[config.mk]
export PLATFORM = sky130hd
export DESIGN_NAME = uart_link_top
export DESIGN_NICKNAME = d
export VERILOG_FILES = /design/src/logic/uart_pkg.sv /design/src/logic/uart_link_top.sv /design/src/logic/code_sequencer.sv /design/src/logic/rx_buffer.sv /design/src/logic/uart_rx.sv /design/src/logic/uart_tx.sv
export VERILOG_INCLUDE_DIRS = /design/src /design/src/logic
export SDC_FILE = /design/constraint.sdc
export NUM_CORES = 1
export LEC_CHECK = 0
export ABC_AREA = 0
export ABC_CLOCK_PERIOD_IN_PS = 4300
export BUFFER_PORTS_ARGS = -buffer_cell sky130_fd_sc_hd__buf_2
export CORE_UTILIZATION = 60
export DETAILED_ROUTE_END_ITERATION = 8
export GPL_ROUTABILITY_DRIVEN = 0
export PLACE_DENSITY = 0.77
export SYNTH_ARGS = -nofsm -noshare
export SYNTH_HDL_FRONTEND = slang
export SYNTH_SLANG_ARGS = --single-unit
export TNS_END_PERCENT = 50
[constraint.sdc]
create_clock -name clk -period 4.3 [get_ports clk]
set_input_delay 0.215 -clock clk [delete_from_list [all_inputs] [get_ports clk]]
set_output_delay 0.215 -clock clk [all_outputs]
set_load 0.05 [all_outputs]
[src/logic/uart_cfg.svh]
`ifndef UART_CFG_SVH
`define UART_CFG_SVH

// ----------------------------------------
// serial line timing
// ----------------------------------------

// clock cycles per serial bit, 8 for simulation.
// the board runs 48 MHz at 1 Mbaud, which needs 48.
`define UART_CLKS_PER_BIT 8

// 1 adds an even parity bit after the data bits.
`define UART_PARITY 1

// start bit, eight data bits, optional parity, stop bit.
`define UART_FRAME_BITS (10 + `UART_PARITY)

// ----------------------------------------
// link control
// ----------------------------------------

// cycles from reset release to the first start bit.
`define SEQ_START_DELAY 20

// receive buffer entries, a power of two.
`define RX_BUF_DEPTH 4

`endif
[src/logic/uart_pkg.sv]
package uart_pkg;

    // one serial data word.
    typedef logic [7:0] uart_byte_t;

    // ----------------------------------------
    // sequencer to transmitter
    // ----------------------------------------

    // single cycle request, only while a credit is held.
    typedef struct packed {
        logic       valid;
        uart_byte_t data;
    } tx_req_t;

    // ----------------------------------------
    // receiver to buffer to consumer
    // ----------------------------------------

    typedef struct packed {
        uart_byte_t data;
        logic       parity_error;
    } rx_item_t;

    // status lines, both active high.
    typedef struct packed {
        logic running;
        logic parity_seen;
    } link_status_t;

endpackage

[src/logic/uart_link_top.sv]
`timescale 1ns/10ps

module uart_link_top (
    input  logic                   clk,
    input  logic                   rst,
    input  logic                   rx,
    input  logic                   credit_return,
    output logic                   tx,
    output uart_pkg::rx_item_t     out_item,
    output logic                   out_valid,
    output uart_pkg::link_status_t status
);
    import uart_pkg::*;

    tx_req_t  tx_req;
    logic     tx_credit;
    rx_item_t rx_item;
    logic     rx_item_valid;

    // ----------------------------------------
    // transmit side
    // ----------------------------------------

    code_sequencer u_sequencer (
        .clk           (clk),
        .rst           (rst),
        .tx_credit     (tx_credit),
        .rx_item_valid (rx_item_valid),
        .rx_item       (rx_item),
        .tx_req        (tx_req),
        .status        (status)
    );

    uart_tx u_tx (
        .clk       (clk),
        .rst       (rst),
        .tx_req    (tx_req),
        .tx        (tx),
        .tx_credit (tx_credit)
    );

    // ----------------------------------------
    // receive side
    // ----------------------------------------

    uart_rx u_rx (
        .clk           (clk),
        .rst           (rst),
        .rx            (rx),
        .rx_item       (rx_item),
        .rx_item_valid (rx_item_valid)
    );

    rx_buffer u_buffer (
        .clk           (clk),
        .rst           (rst),
        .in_item       (rx_item),
        .in_valid      (rx_item_valid),
        .credit_return (credit_return),
        .out_item      (out_item),
        .out_valid     (out_valid)
    );

endmodule

[src/logic/code_sequencer.sv]
`timescale 1ns/10ps
`include "uart_cfg.svh"

module code_sequencer (
    input  logic                   clk,
    input  logic                   rst,
    input  logic                   tx_credit,
    input  logic                   rx_item_valid,
    input  uart_pkg::rx_item_t     rx_item,
    output uart_pkg::tx_req_t      tx_req,
    output uart_pkg::link_status_t status
);
    import uart_pkg::*;

    // request goes out two cycles ahead of its start bit.
    localparam int LAUNCH_AT = `SEQ_START_DELAY - 2;
    localparam int DELAY_W = $clog2(`SEQ_START_DELAY);

    logic [DELAY_W-1:0] delay_cnt;
    logic               delay_done;
    logic               credit;
    logic               issue;
    logic [5:0]         code;

    assign delay_done = (delay_cnt == DELAY_W'(LAUNCH_AT));
    // a returning credit can be spent in the same cycle.
    assign issue = delay_done && (credit || tx_credit);

    // ----------------------------------------
    // start-up delay
    // ----------------------------------------

    always_ff @(posedge clk) begin
        if (rst) begin
            delay_cnt <= '0;
        end else if (!delay_done) begin
            delay_cnt <= delay_cnt + 1'b1;
        end
    end

    // ----------------------------------------
    // code issue against the transmit credit
    // ----------------------------------------

    always_ff @(posedge clk) begin
        if (rst) begin
            credit       <= 1'b1;
            code         <= '0;
            tx_req.valid <= 1'b0;
        end else begin
            tx_req.valid <= issue;
            if (issue) begin
                credit      <= 1'b0;
                code        <= code + 1'b1;
                tx_req.data <= {2'b00, code};
            end else if (tx_credit) begin
                credit <= 1'b1;
            end
        end
    end

    always_ff @(posedge clk) begin
        if (rst) begin
            status <= '0;
        end else begin
            // running rises with the first start bit.
            if (tx_req.valid) begin
                status.running <= 1'b1;
            end
            if (rx_item_valid && rx_item.parity_error) begin
                status.parity_seen <= 1'b1;
            end
        end
    end

endmodule

[src/logic/rx_buffer.sv]
`timescale 1ns/10ps
`include "uart_cfg.svh"

module rx_buffer (
    input  logic               clk,
    input  logic               rst,
    input  uart_pkg::rx_item_t in_item,
    input  logic               in_valid,
    input  logic               credit_return,
    output uart_pkg::rx_item_t out_item,
    output logic               out_valid
);
    import uart_pkg::*;

    localparam int DEPTH = `RX_BUF_DEPTH;
    localparam int AW = $clog2(DEPTH);

    rx_item_t      mem [DEPTH];
    logic [AW-1:0] wr_ptr;
    logic [AW-1:0] rd_ptr;
    logic [AW:0]   count;
    logic [AW:0]   credits;
    logic          full;
    logic          push;
    logic          pop;
    logic          credit_take;

    assign full = (count == (AW + 1)'(DEPTH));
    // a write while full is dropped, the receiver has no back-pressure.
    assign push = in_valid && !full;
    // an entry leaves only against a credit.
    assign pop = (count != '0) && (credits != '0);
    // credits saturate at the buffer depth.
    assign credit_take = credit_return && ((credits != (AW + 1)'(DEPTH)) || pop);

    always_ff @(posedge clk) begin
        if (push) begin
            mem[wr_ptr] <= in_item;
        end
        if (pop) begin
            out_item <= mem[rd_ptr];
        end
    end

    always_ff @(posedge clk) begin
        if (rst) begin
            wr_ptr    <= '0;
            rd_ptr    <= '0;
            count     <= '0;
            credits   <= '0;
            out_valid <= 1'b0;
        end else begin
            out_valid <= pop;
            if (push) begin
                wr_ptr <= wr_ptr + 1'b1;
            end
            if (pop) begin
                rd_ptr <= rd_ptr + 1'b1;
            end
            case ({push, pop})
                2'b10:   count <= count + 1'b1;
                2'b01:   count <= count - 1'b1;
                default: count <= count;
            endcase
            case ({credit_take, pop})
                2'b10:   credits <= credits + 1'b1;
                2'b01:   credits <= credits - 1'b1;
                default: credits <= credits;
            endcase
        end
    end

endmodule

[src/logic/uart_rx.sv]
`timescale 1ns/10ps
`include "uart_cfg.svh"

module uart_rx (
    input  logic               clk,
    input  logic               rst,
    input  logic               rx,
    output uart_pkg::rx_item_t rx_item,
    output logic               rx_item_valid
);
    import uart_pkg::*;

    localparam int CPB = `UART_CLKS_PER_BIT;
    localparam int HALF = CPB / 2;
    localparam int BAUD_W = $clog2(CPB);
    localparam bit PARITY_EN = (`UART_PARITY != 0);

    localparam logic [2:0] S_IDLE   = 3'd0;
    localparam logic [2:0] S_START  = 3'd1;
    localparam logic [2:0] S_DATA   = 3'd2;
    localparam logic [2:0] S_PARITY = 3'd3;
    localparam logic [2:0] S_STOP   = 3'd4;

    logic              rx_meta;
    logic              rx_sync;
    logic              rx_prev;
    logic [2:0]        state;
    logic [BAUD_W-1:0] baud_cnt;
    logic [2:0]        bit_idx;
    uart_byte_t        shreg;
    logic              par_bit;
    logic              bit_end;

    // ----------------------------------------
    // input synchronizer and edge detect
    // ----------------------------------------

    always_ff @(posedge clk) begin
        if (rst) begin
            rx_meta <= 1'b1;
            rx_sync <= 1'b1;
            rx_prev <= 1'b1;
        end else begin
            rx_meta <= rx;
            rx_sync <= rx_meta;
            rx_prev <= rx_sync;
        end
    end

    // mid-bit point of every bit after the start bit.
    assign bit_end = (baud_cnt == BAUD_W'(CPB - 1));

    // ----------------------------------------
    // frame FSM
    // ----------------------------------------

    always_ff @(posedge clk) begin
        if (rst) begin
            state         <= S_IDLE;
            baud_cnt      <= '0;
            bit_idx       <= '0;
            rx_item_valid <= 1'b0;
        end else begin
            rx_item_valid <= 1'b0;
            baud_cnt      <= baud_cnt + 1'b1;
            case (state)
                S_IDLE: begin
                    baud_cnt <= '0;
                    if (rx_prev && !rx_sync) begin
                        state <= S_START;
                    end
                end
                S_START: begin
                    if (baud_cnt == BAUD_W'(HALF - 1)) begin
                        baud_cnt <= '0;
                        bit_idx  <= '0;
                        // high again at mid-bit means a glitch.
                        state    <= rx_sync ? S_IDLE : S_DATA;
                    end
                end
                S_DATA: begin
                    if (bit_end) begin
                        baud_cnt <= '0;
                        bit_idx  <= bit_idx + 1'b1;
                        shreg    <= {rx_sync, shreg[7:1]};
                        if (bit_idx == 3'd7) begin
                            state <= PARITY_EN ? S_PARITY : S_STOP;
                        end
                    end
                end
                S_PARITY: begin
                    if (bit_end) begin
                        baud_cnt <= '0;
                        par_bit  <= rx_sync;
                        state    <= S_STOP;
                    end
                end
                S_STOP: begin
                    if (bit_end) begin
                        state                <= S_IDLE;
                        rx_item_valid        <= 1'b1;
                        rx_item.data         <= shreg;
                        rx_item.parity_error <= PARITY_EN && (par_bit != ^shreg);
                    end
                end
                default: state <= S_IDLE;
            endcase
        end
    end

endmodule

[src/logic/uart_tx.sv]
`timescale 1ns/10ps
`include "uart_cfg.svh"

module uart_tx (
    input  logic              clk,
    input  logic              rst,
    input  uart_pkg::tx_req_t tx_req,
    output logic              tx,
    output logic              tx_credit
);
    import uart_pkg::*;

    localparam int CPB = `UART_CLKS_PER_BIT;
    localparam int NBITS = `UART_FRAME_BITS;
    localparam int BAUD_W = $clog2(CPB);
    localparam int BIT_W = $clog2(NBITS);
    localparam bit PARITY_EN = (`UART_PARITY != 0);

    logic              busy;
    logic [BAUD_W-1:0] baud_cnt;
    logic [BIT_W-1:0]  bit_idx;
    logic [NBITS-1:0]  frame;
    logic [NBITS-2:0]  shreg;

    // frame as sent, bit 0 first.
    always_comb begin
        frame = '1;
        frame[0] = 1'b0;
        frame[8:1] = tx_req.data;
        if (PARITY_EN) begin
            frame[9] = ^tx_req.data;
        end
    end

    always_ff @(posedge clk) begin
        if (rst) begin
            busy      <= 1'b0;
            tx        <= 1'b1;
            tx_credit <= 1'b0;
            baud_cnt  <= '0;
            bit_idx   <= '0;
        end else begin
            tx_credit <= 1'b0;
            if (!busy) begin
                // a request only arrives while idle.
                if (tx_req.valid) begin
                    busy     <= 1'b1;
                    tx       <= frame[0];
                    shreg    <= frame[NBITS-1:1];
                    baud_cnt <= '0;
                    bit_idx  <= '0;
                end
            end else if (baud_cnt == BAUD_W'(CPB - 1)) begin
                baud_cnt <= '0;
                if (bit_idx == BIT_W'(NBITS - 1)) begin
                    // stop bit done, hand the slot back.
                    busy      <= 1'b0;
                    tx        <= 1'b1;
                    tx_credit <= 1'b1;
                end else begin
                    bit_idx <= bit_idx + 1'b1;
                    tx      <= shreg[0];
                    shreg   <= {1'b1, shreg[NBITS-2:1]};
                end
            end else begin
                baud_cnt <= baud_cnt + 1'b1;
            end
        end
    end

endmodule

* After elaboration in Yosys (flattened, before gate mapping)
Memory sizes are Yosys's and may differ from the RTL's. A register that Yosys moved wholly into a read port is not among the register bits.
Cells that the tools add are included.
** Word-level totals
- Register bits :: 83
- Bits in writable memories :: 36
- Memories kept :: 1
** Memory list
- u_buffer.mem :: words 4, bits a word 9, read ports 1, clocked after memory_dff 1, wr ports 1, RTL line rx_buffer.sv:18 : rx_item_t mem [DEPTH];
** Operators by class
- Add/subtract/negate cells :: 12
- Equality and inequality tests :: 25
- Multiplexer cells :: 41
- Bitwise logic cells :: 4
- Reductions and logical operators :: 32
** Operators by type and width (number)
- 10-bit 2-to-1 mux :: 4
- 3-bit 2-to-1 mux :: 13
- 3-bit case mux with 2 select lines :: 3
- 4-bit 2-to-1 mux :: 4
- 8-bit parity :: 2
- 3-bit by 1-bit adder with 3-bit output (second input constant) :: 5
- 3-bit equality test (second input constant) :: 5
- 3-bit case mux with 5 select lines :: 1
- 3-bit AND reduction :: 5
- 1-bit 2-to-1 mux :: 14
- 2-bit by 1-bit != test with 1-bit output (second input constant) :: 6
- 2-bit nonzero test :: 5
- 3-bit by 2-bit equality test with 1-bit output (second input constant) :: 3
- 3-bit case mux with 3 select lines :: 1
- 6-bit by 1-bit adder with 6-bit output (second input constant) :: 1
- 1-bit logical AND :: 6
- 6-bit AND reduction :: 1
- 3-bit nonzero test :: 2
- 3-bit by 1-bit subtractor with 3-bit output (second input constant) :: 2
- 5-bit by 1-bit adder with 5-bit output (second input constant) :: 1
- 5-bit equality test (second input constant) :: 1
- 2-bit by 1-bit adder with 2-bit output (second input constant) :: 2
- 4-bit by 1-bit adder with 4-bit output (second input constant) :: 1
- 2-bit by 1-bit equality test with 1-bit output (second input constant) :: 2
- 15 further kinds :: 24

* Logic depth before layout (Yosys ltp)
Gate-level depths: netlist of the first run.
- Word-level depth :: 6
- Mapped depth :: 8
- Depth with buffers taken out :: 8

* By module
A second synthesis of the first run with hierarchy kept.
** Second synthesis, totals
- Cells, all modules :: 406
- Area total of the unflattened synthesis :: 5437.7 µm²
** By module, submodules not included
- rx_buffer :: instances 1, cells an instance 147, area an instance 2362.3 µm², sequential area each 1571.5 µm²
- uart_rx :: instances 1, cells an instance 98, area an instance 1251.2 µm², sequential area each 800.8 µm²
- uart_tx :: instances 1, cells an instance 84, area an instance 983.4 µm², sequential area each 470.5 µm²
- code_sequencer :: instances 1, cells an instance 77, area an instance 840.8 µm², sequential area each 480.5 µm²

* Least setup slack after synthesis of the first run
No wires, ideal clock.
- Path type :: register to register
- Start point :: reg u_buffer.count[0]
- End point :: reg u_buffer.count[2]
- Setup time :: 0.071 ns
- Arrival time :: 2.337 ns
- Data required time :: 4.229 ns
- Path slack :: 1.893 ns
- Stages on the path, launching flop included :: 8
- Path buffers :: 0
- Clock period less this slack :: 2.407 ns
- Path through :: dfxtp_1 nor3_1 nor2_1 ha_1 fa_1 xnor2_1 or3_1 a21oi_1
** On the way
- Elaborated cells between the ends (all ways) :: 11
- Those cells by class :: 2 x add/sub; 3 x eq/ne; 1 x mux; 5 x reduce/logical
** RTL lines
- from (decl) :: RTL line rx_buffer.sv:21 : logic [AW:0] count;
- from (signal assigned) :: RTL line rx_buffer.sv:61 : 2'b10: count <= count + 1'b1;
- from (signal assigned) :: RTL line rx_buffer.sv:62 : 2'b01: count <= count - 1'b1;
- from (signal assigned) :: RTL line rx_buffer.sv:63 : default: count <= count;
- 3-bit nonzero test * :: RTL line rx_buffer.sv:32 : assign pop = (count != '0) && (credits != '0);
- 1-bit logical AND * :: RTL line rx_buffer.sv:32
- net u_buffer.pop :: RTL line rx_buffer.sv:25 : logic pop;
- 2-bit by 1-bit equality test with 1-bit output / 2-bit equality test (equally long branches) :: RTL line rx_buffer.sv:60 : case ({push, pop})
- 3-bit case mux with 2 select lines / 2-bit nonzero test (equally long branches)
The timed path passes the listed nets; every way through them passes the cells marked *.
A chain may end at the register's enable or synchronous reset.

* Final worst setup path of the first run
Same ends and word-level chain as after synthesis.

==> results of run 1 <==
power groups by stage:
stage	logic, µW	clock network [µW]	registers, µW
detailed placement	35.1	0	1320
global route	40.5	1540	1290
CTS	36.1	1490	1290
global placement	33.7	0	1320
floorplan	29.3	0	1310
finish	35.7	1460	1290
cell usage after synthesis (3+ instances only):
cell       n  area (µm²)
edfxtp_1  78        2340
dfxtp_1   49         981
nor2_1    47         176
xnor2_1   21         184
ha_1      18         225
nor3_1    17        85.1
inv_1     15        56.3
a21oi_1   14        70.1
clkbuf_1  12        45.0
and2_1     9        56.3
mux4_2     9         203
nand2_1    8        30.0
xor2_1     7        61.3
mux2_2     6        67.6
o21ai_0    6        30.0
mux2i_1    5        50.1
nor3b_1    5        37.5
a22oi_1    4        30.0
nand3b_1   4        30.0
or2_2      4        25.0
a21o_1     3        22.5
a32oi_1    3        26.3
buf_2      3        15.0
nand3_1    3        15.0
nor4_1     3        18.8
state kept, by name, summed over array words and instances, names as in the netlist, 2 cells and up:
register,flops
u_rx.bit_idx,3
u_sequencer.code,6
u_buffer.rd_ptr,2
u_tx.shreg,9
u_buffer.mem,36
u_tx.bit_idx,4
u_sequencer.delay_cnt,5
u_rx.baud_cnt,3
u_rx.state,3
u_sequencer.tx_req,7
u_sequencer.status,2
u_buffer.out_item,9
u_tx.baud_cnt,3
u_buffer.credits,3
u_rx.shreg,8
u_buffer.count,3
u_rx.rx_item,9
u_buffer.wr_ptr,2
layout make-up:
type                            instances  area [µm²]  share of cell area (%)
Tap cell                              105         131                    2.22
Inverter                               15        56.3                   0.952
Multi-Input combinational cell        222        1680                    28.4
Clock inverter                         14         190                    3.21
Sequential cell                       127        3320                    56.2
Timing Repair Buffer                   19         105                    1.78
Clock buffer                           18         428                    7.23
stage by stage:
stage	hold slack (ns)	cell area [µm²]	setup slack [ns]	std cells	total power, µW
after detailed placement	0.393	5290	1.61	487	1350
final	0.151	5920	1.45	520	2790
after global placement	0.391	5290	1.73	487	1350
after CTS	0.135	5920	1.45	520	2820
after global routing	0.165	5920	1.18	520	2880
after floorplan	0.319	5120	1.89	379	1340
cells by family (layout without fill, tap and decap cells):
| kind of cell | after synthesis | count (layout) | share of synthesized area, % |
|---|---|---|---|
| XOR/XNOR | 28 | 28 | 4.79 |
| flip-flops | 127 | 127 | 64.9 |
| buffers and inverters | 30 | 66 | 2.27 |
| adder cells (fa/ha/maj) | 20 | 20 | 5.18 |
| AO/OA/AOI/OAI | 39 | 39 | 4.91 |
| multiplexers | 20 | 20 | 6.25 |
| AND/OR/NAND/NOR | 115 | 115 | 11.7 |
layer usage:
metal	GRT usage (%)	vias up	part of all wire, %
li1	-	1417	-
met1	24.6	1395	44
met2	32.7	74	50
met3	6.76	17	4.0
met4	11.2	0	2.5
met5	0	-	0
final timing paths:
check | cells after the start | slack (ns) | end | from
setup / recovery | 7 | 1.45 | u_buffer.count[2]$_SDFFE_PP0P_ | u_buffer.count[0]$_SDFFE_PP0P_
hold / removal | 2 | 0.15 | u_rx.baud_cnt[2]$_SDFF_PP0_ | rst
setup reg to reg | 7 | 1.45 | u_buffer.count[2]$_SDFFE_PP0P_ | u_buffer.count[0]$_SDFFE_PP0P_
hold reg to reg | 1 | 0.41 | u_rx.rx_sync$_SDFF_PP1_ | u_rx.rx_meta$_SDFF_PP1_
what timing repair did:
| item | 4_1_cts | 5_1_grt |
|---|---|---|
| hold buffers | 1 | 0 |
| endpoints found under the hold margin | 1 | 0 |
| setup endpoints to repair | 0 | 0 |
==> impl_results.md, run 1 <==
- Initial antenna violation count: 0
- Vias in the first global route: 2,814
- Mapped Nets: 403
- Fmax: 0.351 GHz
- Sw power: 538 µW
- Setup-failing EPs final: 0
- Post-synth top flop: edfxtp_1
- Port Buffers: 16
- Worst EP required: 4.73 ns
- Worst path max stage delay: 0.51 ns
- Peak VDD IR: 0.314 mV
- PwrDens: 472 mW/mm²
- Setup TNS: 0 ns
- Clock-pin transition on the worst setup and hold timing paths: 0.06 ns
- Layout cell share with drive strength beyond 1: 17.1%
- First-pass GRT wire length: 13,200 µm
- TritonCTS buffer count: 17
- Router iterations before antenna repair: 4
- Worst-path cell chain: nor3_1 -> nor2_1 -> ha_1 -> fa_1 -> xnor2_1 -> or3_1 -> a21oi_1
- Commonest non-fill, non-tap cell in the layout: edfxtp_1
- Bufs and invs on worst path: 0
- Drt drc: 0
- Sequential power share: 46.3%
- Nature of the critical path endpoint: flip-flop
- Die area: 0.00891 mm²
- Post-layout util: 71.7%
- Worst-Margin Slew: 0.875 ns
- Post-synthesis cell count: 379
- Asr flop ratio synth: 0%
- Worst skew pair latency: 0.51 ns
- Root Buffer Master: clkbuf_8
- Logic pwr share: 1.3%
- Post-DRT Antenna Nets: 0
- PostCTS Resize Cnt: 0
- GRT overflow: 0
- WL final: 7990 µm
- Wire length per cell: 15.4 µm
- Arrival time at the worst endpoint: 3.28 ns
- Initial DRC count: 97
- Mean area per synthesized cell: 13.5 µm²
- Final min period: 2.85 ns
- Slew margin rel.: 41.5%
- TritonCTS clock tree: done
- Vias: 2,903
- Worst-path fanout max: 11
- CTS sink cnt: 127
- Hold Fails Final Rpt: 0
- Startpoint Class: flip-flop
- Area of the core: 0.00826 mm²
- Hold Crit Class: in2reg
- Starting Density: 62.0%
- # rows: 33
- Period Utilization, post-route: 66.3%
- Leakage: 0.00208 µW
- Maximum root-to-sink buffer count: 2
- Crit path max-delay family: simple AND/OR/NAND/NOR gates
- Unrepaired setup endpoints after global routing: no
- Synth warn: 0
- Clock Skew: 0.00886 ns
- Area growth syn-to-layout: 15.5%
- Tot GR Track Use: 20.5%
- Clock power frac: 52.5%
- Max-cap violation count: 0
- Status: finished clean
- Largest net degree at the start of global routing: 29
- Synthesized cell area: 0.00512 mm²
- DP Wirelength: 4910 µm
- Commonest cells after routing, fill and taps aside: edfxtp_1 (78), dfxtp_1 (49), nor2_1 (47), xnor2_1 (21), ha_1 (18)
- Diode count: 0
- Crit Path Class: reg2reg
- Count of cell types in the netlist: 44
- Die Span Y: 94.4 µm
- EDFF count, synth: 78
- Synth Register Bits: 127
- IO Pins: 17
- CP max stage cell: nor3_1
- Max-slew violations: 0
- Switching share of total power: 19.3%
- H-tree Lvls: 4
- Sequential fraction of the synthesis area: 64.9%
- Fin nets: 426
- Post-CTS Setup Bufs: 0
- Die W: 94.4 µm
- Vias/cell: 5.58
- Filler cells: 507
- P_int: 2250 µW
Note: power is estimated with default switching activity, not from simulation.
==> inputs of run 2 (changes only) <==
ABC_AREA = 1   (was 0)
ABC_CLOCK_PERIOD_IN_PS = 2700   (was 4300)
clock period = 2.7 ns   (was 4.3 ns; I/O delays follow)
==> run 2 against run 1 <==
  * Setup slack worse by 1.2 ns
  * Maximum frequency increased by 16%
  * Sequential share of layout area is 1.4 points lower
  * Largest power group is now registers
  * Sequential cell count stayed put
  * Register-to-register slack got worse by 1.2 ns
  * Largest cell class unchanged
  * Core utilization rose by 1.1 points
==> impl_results.md, run 2 <==
- Starting Density: 62.9%
- IO Pins: 17
- Die area: 0.00913 mm²
- Router iterations before antenna repair: 4
- Port Buffers: 16
- Period Utilization, post-route: 91.2%
- Vias: 3,606
- Most area-consuming cells after synthesis: edfxtp_1 (45%), dfxtp_1 (19%), nand2_1 (6.6%), nor2_1 (4.6%), ha_1 (4.3%)
- WL final: 9550 µm
- Post-layout util: 72.8%
- Post-synth top flop: edfxtp_1
- Post-DRT Antenna Nets: 0
- Synth top area share: 44.6%
- Largest area contributor in the netlist: edfxtp_1
- Worst EP required: 3.10 ns
- Initial antenna violation count: 0
- Final min period: 2.46 ns
- Synth warn: 0
- Cell Count, Final, Fillers Out: 655
- TritonCTS buffer count: 17
- Hold Crit Class: in2reg
- Mean area per synthesized cell: 10.4 µm²
- First-pass GRT wire length: 15,700 µm
- Fin nets: 562
- Status: finished clean
- Die Span Y: 95.5 µm
- Largest net degree at the start of global routing: 23
- Mapped Nets: 530
- Asr flop ratio synth: 0%
- Clock-pin transition on the worst setup and hold timing paths: 0.06 ns
- Fmax: 0.406 GHz
- EDFF count, synth: 78
- Setup-failing EPs final: 0
- TritonCTS clock tree: done
- Drt drc: 0
- Unrepaired setup endpoints after global routing: no
- Maximum root-to-sink buffer count: 2
- GRT overflow: 0
- Area of the core: 0.00834 mm²
- Placed Area: 0.00546 mm²
- Total power: 5350 µW
- Layout cell share with drive strength beyond 1: 12.4%
- Peak VDD IR: 0.514 mV
- Sequential fraction of the synthesis area: 63.3%
- PwrDens: 881 mW/mm²
- Largest Register: u_buffer.mem
- Filler cells: 567
- Commonest non-fill, non-tap cell in the layout: nand2_1
- Worst-Margin Slew: 0.674 ns
- Post-synthesis cell count: 506
- Synth Register Bits: 127
- Dpl cells: 622
- Vias/cell: 5.51
- CTS sink cnt: 127
- Highest Signal Layer: met4
- Max-cap violation count: 0
- Hold Fails Final Rpt: 0
- DP Wirelength: 6050 µm
- Vias in the first global route: 3,548
- Leakage: 0.00243 µW
- Synthesized cell area: 0.00525 mm²
- Max-slew violations: 0
- Root Buffer Master: clkbuf_8
- Worst-path fanout max: 6
- Area growth syn-to-layout: 15.6%
- Startpoint Class: flip-flop
- Commonest cells after routing, fill and taps aside: nand2_1 (92), edfxtp_1 (78), nor2_1 (64), inv_1 (50), dfxtp_1 (49)
- # rows: 33
- H-tree Lvls: 4
- WL met1: 4100 µm
- Count of cell types in the netlist: 35
- Worst skew pair latency: 0.52 ns
- Nature of the critical path endpoint: flip-flop
- Clock Skew: 0.00954 ns
- Post-synth top cells: nand2_1 (92), edfxtp_1 (78), nor2_1 (64)
- Slew margin rel.: 54.9%
- Arrival time at the worst endpoint: 2.86 ns
- Number of flip-flops in the largest register: 36
- Die W: 95.5 µm
- Diode count: 0
- Fin area: 0.00607 mm²
- Met3 WL: 535 µm
- Most common cell in the netlist: nand2_1
- Met2 wire length: 4800 µm
- Wire length per cell: 14.6 µm
- Setup TNS: 0 ns
- Initial DRC count: 154
- Crit Path Class: reg2reg
- Tot GR Track Use: 23.5%
[run 2: layer usage]
metal  GRT usage (%)  up-vias
li1                -     1767
met1            27.2     1728
met2            39.5       98
met3            8.53       13
met4            9.58        0
met5               0        -
[run 2: final timing paths]
check | from | slack (ns) | to | depth (start not counted)
setup / recovery | u_buffer.count[1]$_SDFFE_PP0P_ | 0.24 | u_buffer.count[2]$_SDFFE_PP0P_ | 9
hold / removal | credit_return | 0.09 | u_buffer.credits[2]$_SDFFE_PP0P_ | 5
setup reg to reg | u_buffer.count[1]$_SDFFE_PP0P_ | 0.24 | u_buffer.count[2]$_SDFFE_PP0P_ | 9
hold reg to reg | u_rx.rx_meta$_SDFF_PP1_ | 0.41 | u_rx.rx_sync$_SDFF_PP1_ | 1
[run 2: critical path, cell delays in order, from the launching register on]
cell and delay (ns):
dfxtp_1 0.38, inv_1 0.09, a31oi_1 0.36, inv_1 0.19, ha_1 0.27, fa_1 0.46
a21oi_1 0.19, o21ai_0 0.14, o21ai_0 0.20, a21oi_1 0.06
[run 2: layout make-up]
type | instances | area (µm²) | area share [%]
Inverter | 53 | 199 | 3.28
Clock inverter | 13 | 171 | 2.82
Timing Repair Buffer | 25 | 153 | 2.52
Multi-Input combinational cell | 314 | 1670 | 27.6
Clock buffer | 18 | 418 | 6.89
Tap cell | 105 | 131 | 2.16
Sequential cell | 127 | 3320 | 54.8
[run 2: through the flow]
step / setup slack (ns) / hold WS (ns)
after floorplan: 0.676 / 0.239
after global placement: 0.520 / 0.319
after detailed placement: 0.366 / 0.320
after CTS: 0.299 / 0.0612
after global routing: 0.0832 / 0.107
final: 0.238 / 0.0870
[run 2: where the power goes]
part           total [µW]  switching (µW)  internal [µW]
clock                2260             777           1480
combinational         829             574            256
sequential           2260            97.7           2160
[run 2: logic make-up (layout without fill, tap and decap cells)]
group | after synthesis | after routing | synth area share [%]
buffers and inverters | 65 | 109 | 4.82
and+or+nand+nor | 208 | 208 | 17.0
DFF | 127 | 127 | 63.3
adders and majority gates | 20 | 20 | 5.05
AOI/OAI and AO/OA | 73 | 73 | 7.60
xor gates and xnor gates | 13 | 13 | 2.17
[run 2: timing repair]
action,CTS,global route
hold buffers,2,0
endpoints found under the hold margin,7,0
buffers inserted,0,0
gates resized for setup,0,0
